==> src/hdl/tcb_pkg.sv <==
`default_nettype none

package tcb_pkg;

  //////////////////////////////////////////////////////////////////////
  // bus geometry
  //////////////////////////////////////////////////////////////////////

  // data bus width in bytes
  localparam int unsigned TCB_BUS_BYT = 4;
  // log2 of bus width, also offset width
  localparam int unsigned TCB_BUS_MAX = 2;
  // byte address width
  localparam int unsigned TCB_ADR_W = 12;

  //////////////////////////////////////////////////////////////////////
  // memory geometry
  //////////////////////////////////////////////////////////////////////

  // memory size in bytes, addresses at or above are out of range
  localparam int unsigned TCB_MEM_BYTES = 1024;
  // number of bus words in memory
  localparam int unsigned TCB_MEM_WORDS = TCB_MEM_BYTES / TCB_BUS_BYT;
  // word index width
  localparam int unsigned TCB_MEM_AW = $clog2(TCB_MEM_WORDS);

  //////////////////////////////////////////////////////////////////////
  // vector types
  //////////////////////////////////////////////////////////////////////

  // byte address
  typedef logic [TCB_ADR_W-1:0] tcb_adr_t;
  // byte offset within a bus word
  typedef logic [TCB_BUS_MAX-1:0] tcb_off_t;
  // log size: 0 byte, 1 half, 2 word, 3 illegal
  typedef logic [1:0] tcb_siz_t;
  // byte enable mask, one bit per lane
  typedef logic [TCB_BUS_BYT-1:0] tcb_byt_t;
  // data word, byte lane i at bits [8*i+:8]
  typedef logic [8*TCB_BUS_BYT-1:0] tcb_dat_t;

  // endianness of a log size access
  typedef enum logic {
    TCB_LITTLE = 1'b0,
    TCB_BIG    = 1'b1
  } tcb_ndn_t;

  //////////////////////////////////////////////////////////////////////
  // bus structures
  //////////////////////////////////////////////////////////////////////

  // log size request, write data right justified
  typedef struct packed {
    // write enable
    logic     wen;
    // endianness
    tcb_ndn_t ndn;
    // log size
    tcb_siz_t siz;
    // byte address
    tcb_adr_t adr;
    // write data
    tcb_dat_t wdt;
  } tcb_ls_req_t;

  // byte enable request, write data in lane order
  typedef struct packed {
    logic     wen;
    tcb_adr_t adr;
    // one enable per byte lane
    tcb_byt_t byt;
    tcb_dat_t wdt;
  } tcb_be_req_t;

  // response, shared by both bus modes
  typedef struct packed {
    // read data
    tcb_dat_t rdt;
    // error status
    logic     sts;
  } tcb_rsp_t;

endpackage: tcb_pkg

`default_nettype wire

==> src/hdl/tcb_lib_logsize2byteena.sv <==
`timescale 1ns/100ps
`default_nettype none

module tcb_lib_logsize2byteena (
  input  logic                 clk,
  input  logic                 reset,
  // subordinate side where the manager connects
  input  logic                 sub_vld,
  input  tcb_pkg::tcb_ls_req_t sub_req,
  output logic                 sub_rdy,
  output tcb_pkg::tcb_rsp_t    sub_rsp,
  // manager side toward the memory
  output logic                 man_vld,
  output tcb_pkg::tcb_be_req_t man_req,
  input  logic                 man_rdy,
  input  tcb_pkg::tcb_rsp_t    man_rsp
);

  import tcb_pkg::*;

  //////////////////////////////////////////////////////////////////////
  // local signals
  //////////////////////////////////////////////////////////////////////

  // request offset and index of last byte
  tcb_off_t req_off;
  tcb_off_t req_lst;
  // converted enables and lane ordered write data
  tcb_byt_t req_byt;
  tcb_dat_t req_wdt;

  // context recorded at transfer for the read one cycle later
  tcb_off_t ctx_off;
  tcb_siz_t ctx_siz;
  tcb_ndn_t ctx_ndn;
  tcb_off_t ctx_lst;
  // gathered read data
  tcb_dat_t rsp_rdt;

  // transfer strobe
  logic     trn;

  // last byte index n-1 for a log size and wrapped for the illegal code
  function automatic tcb_off_t size_last(input tcb_siz_t siz);
    return tcb_off_t'((3'd1 << siz) - 3'd1);
  endfunction: size_last

  //////////////////////////////////////////////////////////////////////
  // request
  //////////////////////////////////////////////////////////////////////

  // handshake passes straight through
  assign man_vld = sub_vld;
  assign trn     = sub_vld & sub_rdy;

  assign req_off = sub_req.adr[TCB_BUS_MAX-1:0];
  assign req_lst = size_last(sub_req.siz);

  // enable pattern and write bytes rotated by offset into lanes
  always_comb begin : req_lanes
    tcb_off_t k;
    tcb_off_t src;
    req_byt = '0;
    req_wdt = '0;
    for (int unsigned i = 0; i < TCB_BUS_BYT; i++) begin
      // byte position k of this lane relative to the offset
      k = tcb_off_t'(i) - req_off;
      req_byt[i] = (k <= req_lst);
      // big endian mirrors within the access
      unique case (sub_req.ndn)
        TCB_LITTLE: src = k;
        TCB_BIG:    src = req_lst - k;
        default:    src = k;
      endcase
      req_wdt[8*i +: 8] = sub_req.wdt[8*src +: 8];
    end
  end : req_lanes

  // address and write enable unchanged
  assign man_req = '{
    wen: sub_req.wen,
    adr: sub_req.adr,
    byt: req_byt,
    wdt: req_wdt
  };

  //////////////////////////////////////////////////////////////////////
  // response context
  //////////////////////////////////////////////////////////////////////

  // captured on each transfer and held through stalls
  always_ff @(posedge clk) begin
    if (reset) begin
      ctx_off <= '0;
      ctx_siz <= '0;
      ctx_ndn <= TCB_LITTLE;
    end else if (trn) begin
      ctx_off <= req_off;
      ctx_siz <= sub_req.siz;
      ctx_ndn <= sub_req.ndn;
    end
  end

  assign ctx_lst = size_last(ctx_siz);

  //////////////////////////////////////////////////////////////////////
  // response
  //////////////////////////////////////////////////////////////////////

  // gather lanes back into right justified order
  always_comb begin : rsp_lanes
    tcb_off_t src;
    rsp_rdt = '0;
    for (int unsigned i = 0; i < TCB_BUS_BYT; i++) begin
      unique case (ctx_ndn)
        TCB_LITTLE: src = tcb_off_t'(i) + ctx_off;
        TCB_BIG:    src = ctx_lst - tcb_off_t'(i) + ctx_off;
        default:    src = tcb_off_t'(i) + ctx_off;
      endcase
      // upper bytes beyond size are filled too
      rsp_rdt[8*i +: 8] = man_rsp.rdt[8*src +: 8];
    end
  end : rsp_lanes

  // status passes through
  assign sub_rsp = '{
    rdt: rsp_rdt,
    sts: man_rsp.sts
  };

  assign sub_rdy = man_rdy;

  //////////////////////////////////////////////////////////////////////
  // assertions
  //////////////////////////////////////////////////////////////////////

  // illegal size code never requested
  a_siz_legal: assert property (
    @(posedge clk) disable iff (reset)
    sub_vld |-> (sub_req.siz != 2'd3)
  );

  // manager holds the request through a stall
  a_req_stable: assert property (
    @(posedge clk) disable iff (reset)
    (sub_vld && !sub_rdy) |=> $stable(sub_req)
  );

  // every transfer reaches memory with one lane per access byte
  a_byt_count: assert property (
    @(posedge clk) disable iff (reset)
    (man_vld && man_rdy) |-> ($countones(man_req.byt) == (1 << sub_req.siz))
  );

endmodule: tcb_lib_logsize2byteena

`default_nettype wire

==> config.mk <==
export PLATFORM = sky130hd
export DESIGN_NAME = tcb_lib_logsize2byteena
export DESIGN_NICKNAME = d
export VERILOG_FILES = /design/src/hdl/tcb_pkg.sv /design/src/hdl/tcb_lib_logsize2byteena.sv
export SDC_FILE = /design/constraint.sdc
export NUM_CORES = 1
export LEC_CHECK = 0
export BUFFER_PORTS_ARGS = -buffer_cell sky130_fd_sc_hd__buf_4
export CORE_MARGIN = 2
export CORE_UTILIZATION = 42
export DETAILED_ROUTE_END_ITERATION = 8
export GPL_ROUTABILITY_DRIVEN = 0
export PLACE_DENSITY_LB_ADDON = 0.3
export RECOVER_POWER = 100
export SLEW_MARGIN = 20
export SYNTH_ARGS = -nofsm -noshare
export SYNTH_HDL_FRONTEND = slang
export SYNTH_SLANG_ARGS = --single-unit
==> constraint.sdc <==
create_clock -name clk -period 2.4 [get_ports clk]
set_clock_uncertainty 0.15 [all_clocks]
set_input_delay 0 -clock clk [delete_from_list [all_inputs] [get_ports clk]]
set_output_delay 0 -clock clk [all_outputs]
set_load 0.01 [all_outputs]
### Word-level counts from Yosys, hierarchy flattened

Index checks and enable logic that the tools add are counted.

* flip-flop bits (word level): 5
* output and inout bits: 84
* logic and storage cells: 48
* input bits: 85

* multiplexer cells: 8
* add/sub/neg operators: 20
* order comparisons: 4
* shift operators: 10
* bitwise gates (word level): 3

Operators by type and width (count)
* $shiftx A32 B6 Y8: 8
* $pmux W2 S2: 8
* $add A2 B2 Y2: 4
* $le A2 B2 Y1: 4
* $sub A2 B2 Y2: 4
* $sub A2 B1 Y2 const B: 3
* $add A2 B2 Y2 const A: 2
* $shl A1 B2 Y2 const A: 2
* $sub A1 B2 Y2 const A: 2
* $sub A2 B2 Y2 const A: 2
* $sub A2 B2 Y2 const B: 2
* $add A1 B2 Y2 const A: 1
* $not A1 Y1: 2
* $and A1 B1 Y1: 1

### Longest topological paths before layout

Gate-level depths: netlist of run 1.

* depth after elaboration: 6
* gate-level depth with buffers: 8
* gate-level depth less buffers: 7

### Worst setup path after synthesis of run 1

OpenSTA, ideal clock, no wires.

* path kind: register to output
* start: reg ctx_siz[1]
* end: out sub_rsp[11] (netlist bit)
* setup slack: 0.266 ns
* path buffers: 1
* stages on the path, launching flop included: 9
* arrival time: 1.984 ns
* required time: 2.250 ns
* path through: dfxtp_1 or2_2 inv_1 ha_1 xor2_1 a21oi_1 xnor2_2 buf_6 mux2i_1

RTL lines
* start, declared: RTL line tcb_lib_logsize2byteena.sv:34 `tcb_siz_t ctx_siz;`
* start signal, assigned: RTL line tcb_lib_logsize2byteena.sv:99 `ctx_siz <= sub_req.siz;`
* end, declared: RTL line tcb_lib_logsize2byteena.sv:11 `output tcb_pkg::tcb_rsp_t sub_rsp,`

==> flow_summary.toml, run 1 <==
[run]
drv_cap = 0

[hold_path]
hp-start = "sub_req[45]"
hold_depth = 4
hold_path.class = "in2reg"
min_to = "ctx_siz[1]"

[die]
die_area_mm2 = 0.005961
row_count = 26
die_h_um = 77.21
start_util_pct = 43.79
dieWidth_um = 77.21
io_pins = 169
core_area_mm2 = 0.005140

[detailed_routing]
routed_wl_um = 6785
vias = 2287
drt_first_pass_iters = 4
drt_iter0_drc = 48
routedWlPerCell_um = 16.35
drc_errors = 0
drtAntennaViolNets = 0
via_per_inst = 5.511

[power]
combPwrFrac_pct = 79.6
power.total_mw = 1.220
ir_worst_vdd_mv = 0.4804
clkPwrFrac_pct = 12.7
intPower_uw = 726.0
p_switching_uw = 494.1
leakagePower_nw = 1.796
seqPwrFrac_pct = 7.7
sw_frac_of_total_pct = 40.50
power_density_mw_per_mm2 = 347.3

[clock_network]
clkLatencyLatePin_ns = 0.22
cts_tree = "yes"
cts_root_buf = "clkbuf_8"
clk_pin_slew_ns = 0.03
cts_sinks = 5
cts_buffer_depth = 2
htree_levels = 1
cts-buffers-inserted = 3

[setup_path]
ff2ff_setup_slack_ns = 1.11
cp_max_fo = 8
crit_top_cell = "buf_4"
crit_type = "reg2out"
r2r_end = "ctx_siz[0]"
ff2ff_path_depth = 3
arrival_ns = 2.18
cpPeakStageDelay_ns = 0.34
r2r-start = "ctx_siz[0]"
critical_path.cell_chain = "or2_4, inv_2, ha_2, xor2_2, a21oi_2, xnor2_2, buf_4, clkbuf_16, mux2i_1, buf_4"
critPathCaptureType = "output port"
worstSetupStartpointType = "flop"
crit_required_ns = 2.25
slowest_stage = "dfxtp_2"

[timing]
setup_viol = 0
fin_ws_ns = 0.07168
tns_ns = 0
fin_crit_sh_pct = 97.01
drv_slew = 0
fmax_mhz = 429.5
min_period_ns = 2.328
worst_slew_pin_slew_ns = 0.6508
relSlewSlack_pct = 56.61
hold_viol_final = 0

[cells_and_area]
final_area_mm2 = 0.003513
fin_nets = 441
final_common_cell = "buf_4"
area_delta_synth_final_pct = 56.09
drive_gt1_share_pct = 48.41
final_cell_mix = "113 x buf_4, 62 x mux2i_1, 32 x clkbuf_1"
diodes = 0
stdcell_count = 415

[placed_design]
place_inst = 388
dpl.hpwl_um = 5096
io_buffers = 144
dpl_cell_area_mm2 = 0.003322
pre_cts_slack_ns = 0.1644

[synth]
synthesis.area_mm2 = 0.002251
postSynthCellCount = 193
syn_avg_cell_area_um2 = 11.66
ys_seq_area_share_pct = 4.447
yosys_warnings = 0
synthesis.nets = 288
synth_cell_types = 29
yosys_register_bits = 5

[grt]
grt_pass1_wl_um = 10490
grt_pass1_vias = 2243
overflow = 0
grt_use_total_pct = 21.15
grt_antenna_before_repair = 0
grt_max_degree = 33

[outcome]
outcome = "complete, no violations"
==> critical path: cells and delay by family (launching register included) <==
family	cells	cell delay, ns
buffers and inverters	4	0.50
adders and majority gates	1	0.18
and+or+nand+nor	1	0.26
xor gates and xnor gates	2	0.34
AOI/OAI and AO/OA	1	0.09
DFF	1	0.34
muxes	1	0.23
==> Yosys cell counts <==
master | number | area share, %
o21ai_2 | 2 | 0.78
o21ai_0 | 1 | 0.22
nor2_1 | 1 | 0.17
nor2b_2 | 1 | 0.39
xnor2_2 | 1 | 0.72
a21oi_2 | 2 | 0.78
ha_1 | 6 | 3.3
xor2_1 | 3 | 1.2
fa_1 | 4 | 3.6
dfxtp_1 | 5 | 4.4
xor2_4 | 1 | 1.2
buf_6 | 6 | 3.0
xor2_2 | 2 | 1.4
a31o_2 | 1 | 0.39
mux4_1 | 15 | 18
o21bai_1 | 1 | 0.33
clkbuf_1 | 1 | 0.17
mux4_2 | 17 | 17
or2_2 | 2 | 0.56
buf_4 | 19 | 6.3
a21oi_1 | 6 | 1.3
nand2_1 | 15 | 2.5
inv_1 | 6 | 1.0
nand3_1 | 5 | 1.1
buf_2 | 1 | 0.22
or3_1 | 2 | 0.56
mux2i_1 | 65 | 29
nand2_4 | 1 | 0.50
a21o_1 | 1 | 0.33
==> cells by family after synthesis <==
logic type | synth area share (%)
multiplexers | 63.42
adder cells (fa/ha/maj) | 6.893
XOR/XNOR | 4.559
AND/OR/NAND/NOR | 5.780
flip-flops | 4.447
AO/OA/AOI/OAI | 4.169
buffers and inverters | 10.73
==> worst max path at each step <==
stage,slack [ns],endpoint,from
floorplan,0.27,sub_rsp[11],ctx_siz[1]
global placement,0.22,man_req[30],sub_req[45]
detailed placement,0.16,man_req[25],sub_req[45]
CTS,0.03,sub_rsp[6],ctx_siz[1]
global route,-0.01,sub_rsp[14],ctx_siz[1]
finish,0.07,sub_rsp[10],ctx_siz[1]
==> sequential cells by signal, indices dropped and copies added, names as in the netlist <==
signal / cells
ctx_ndn: 1
ctx_siz: 2
ctx_off: 2
==> area by class of cell <==
cell class | count | area [µm²]
Multi-Input combinational cell | 155 | 1957
Fill cell | 462 | 1627
Timing Repair Buffer | 175 | 1300
Sequential cell | 5 | 101.3
Tap cell | 70 | 87.58
Clock buffer | 4 | 45.04
Inverter | 6 | 22.52
==> metrics by stage <==
| step | utilization (%) | hold WS [ns] |
|---|---|---|
| after global routing | 68.35 | 0.1191 |
| after detailed placement | 64.63 | -0.1499 |
| final | 68.35 | 0.09705 |
| after CTS | 69.28 | 0.1064 |
| after floorplan | - | -0.08093 |
| after global placement | 64.63 | -0.1499 |
==> metal layers <==
metal / vias to the layer above / global-route usage, % / part of all wire, %
met3: 10 / 3.176 / 6.5
met1: 1121 / 25.45 / 38
met4: 0 / 4.464 / 1.6
li1: 1051 / - / -
met5: - / 0 / 0
met2: 105 / 39.57 / 54
==> power by group through the flow <==
| stage | sequential [mW] | combinational [mW] | clock (mW) |
|---|---|---|---|
| global placement | 0.0936 | 0.972 | 0 |
| floorplan | 0.0926 | 0.558 | 0 |
| detailed placement | 0.0938 | 0.989 | 0 |
| finish | 0.0937 | 0.972 | 0.155 |
| global route | 0.0945 | 1.04 | 0.173 |
| CTS | 0.0926 | 1.02 | 0.158 |
==> timing repair <==
item / 4_1_cts / 5_1_grt
setup endpoints to repair: 2 / 32
endpoints found under the hold margin: 17 / 0
gates cloned: 0 / 2
gates resized for setup: 1 / 15
buffers inserted: 0 / 2
pin swaps: 0 / 1
hold buffers: 19 / 0
Note: power is estimated with default switching activity, not from simulation.
==> run 2, diff against run 1 <==
--- a/config.mk
+++ b/config.mk
@@ -8,8 +8,9 @@
 export BUFFER_PORTS_ARGS = -buffer_cell sky130_fd_sc_hd__buf_4
 export CORE_MARGIN = 2
 export CORE_UTILIZATION = 42
+export CTS_BUF_LIST = sky130_fd_sc_hd__clkbuf_8 sky130_fd_sc_hd__clkbuf_16
 export DETAILED_ROUTE_END_ITERATION = 8
-export GPL_ROUTABILITY_DRIVEN = 0
+export GPL_ROUTABILITY_DRIVEN = 1
 export PLACE_DENSITY_LB_ADDON = 0.3
 export RECOVER_POWER = 100
 export SLEW_MARGIN = 20
==> flow_summary.toml, run 2 (synthesis gave the netlist of run 1 again) <==
[outcome]
outcome = "complete, no violations"

[setup_path]
slowest_stage = "dfxtp_2"
cpPeakStageDelay_ns = 0.34
critical_path.cell_chain = "or2_4, inv_2, ha_2, xor2_2, a21oi_2, xnor2_2, buf_4, clkbuf_16, mux2i_1, buf_4"
worstSetupStartpointType = "flop"
crit_type = "reg2out"
crit_top_cell = "buf_4"
cp_max_fo = 8
ff2ff_path_depth = 3
crit_required_ns = 2.25
critPathCaptureType = "output port"
arrival_ns = 2.18

[timing]
hold_viol_final = 0
worst_slew_pin_slew_ns = 0.6508
tns_ns = 0
setup_viol = 0
drv_slew = 0
min_period_ns = 2.329
relSlewSlack_pct = 56.61
fin_crit_sh_pct = 97.04
fmax_mhz = 429.4

[clock_network]
cts_root_buf = "clkbuf_8"
clk_pin_slew_ns = 0.03
cts_tree = "yes"
cts_buffer_depth = 2
cts-buffers-inserted = 3
cts_sinks = 5
htree_levels = 1
clkLatencyLatePin_ns = 0.22

[die]
dieWidth_um = 77.21
core_area_mm2 = 0.005140
start_util_pct = 43.79
die_area_mm2 = 0.005961
die_h_um = 77.21
row_count = 26
io_pins = 169

[placed_design]
io_buffers = 144
globalplace.congestion = 0.8184
dpl.hpwl_um = 5096

[cells_and_area]
final_common_cell = "buf_4"
fin_nets = 441
diodes = 0
drive_gt1_share_pct = 48.41
post-route-util_pct = 68.35
final_cell_mix = "113 x buf_4, 62 x mux2i_1, 31 x clkbuf_1"
reg_top3 = "ctx_off x2, ctx_siz x2, ctx_ndn x1"
area_delta_synth_final_pct = 56.09

[detailed_routing]
drtAntennaViolNets = 0
routedWlPerCell_um = 16.35
drc_errors = 0
vias = 2284
drt_iter0_drc = 48
via_per_inst = 5.504
routed_wl_um = 6787
drt_first_pass_iters = 4

[power]
ir_worst_vdd_mv = 0.4721
leakagePower_nw = 1.800
power_density_mw_per_mm2 = 346.1

[grt]
grt_pass1_vias = 2243
overflow = 0
grt_pass1_wl_um = 10490
grt_use_total_pct = 21.15
grt_antenna_before_repair = 0
grt_max_degree = 33

[hold_path]
hold_path.class = "in2reg"
hold_depth = 4

[run]
drv_cap = 0
==> run 2: cell count changes in the layout (fill, tap and decap cells not counted), sizes merged <==
cell,change
clkbuf,-1
inv,+1
==> run 2: power by group <==
| part | switching [mW] | internal [mW] |
|---|---|---|
| registers | 0.00596 | 0.0877 |
| logic | 0.447 | 0.524 |
| clock network | 0.0411 | 0.110 |
==> run 2: through the flow <==
step,setup WS [ns],total power [mW],instances,area [µm²],hold slack [ns]
CTS,0.02538,1.269,411,3561,0.1064
global route,-0.01421,1.305,415,3513,0.1191
finish,0.07107,1.216,415,3513,0.09669
global placement,0.2242,1.066,388,3322,-0.1499
detailed placement,0.1644,1.083,388,3322,-0.1499
floorplan,0.2661,0.6503,193,2251,-0.08093
==> run 2: critical path: cells and delay by family, from the launching register on <==
family	cells	cell delay (ns)
fa+ha+maj	1	0.18
xor+xnor	2	0.34
mux	1	0.23
flops	1	0.34
simple gates	1	0.26
buf+inv	4	0.50
compound gates	1	0.09
==> run 2: final timing paths <==
kind	from	to	slack, ns
min	sub_req[45]	ctx_siz[1]	0.1
max reg2reg	ctx_siz[0]	ctx_siz[0]	1.11
max	ctx_siz[1]	sub_rsp[10]	0.07
min reg2reg	ctx_siz[1]	ctx_siz[1]	0.35
==> run 2: cell type report <==
class,count,area [µm²]
fill,462,1627
tap,70,87.58
inverter,6,22.52
clock buffer,3,41.29
sequential,5,101.3
timing repair buffer,175,1300
multi-input combinational,155,1957
clock inverter,1,3.754
==> run 2: layer usage <==
layer,wire length (µm),GRT usage [%]
met5,0,0
met1,2551,25.45
met3,440,3.176
met2,3687,39.57
met4,108,4.464
==> run 2: repair_timing <==
| action | CTS | global route |
|---|---|---|
| hold endpoints to repair | 17 | 0 |
| pin swaps | 0 | 1 |
| setup endpoints to repair | 2 | 32 |
| buffers inserted | 0 | 2 |
| cloned | 0 | 2 |
| gates resized for setup | 1 | 15 |
| hold buffers | 19 | 0 |
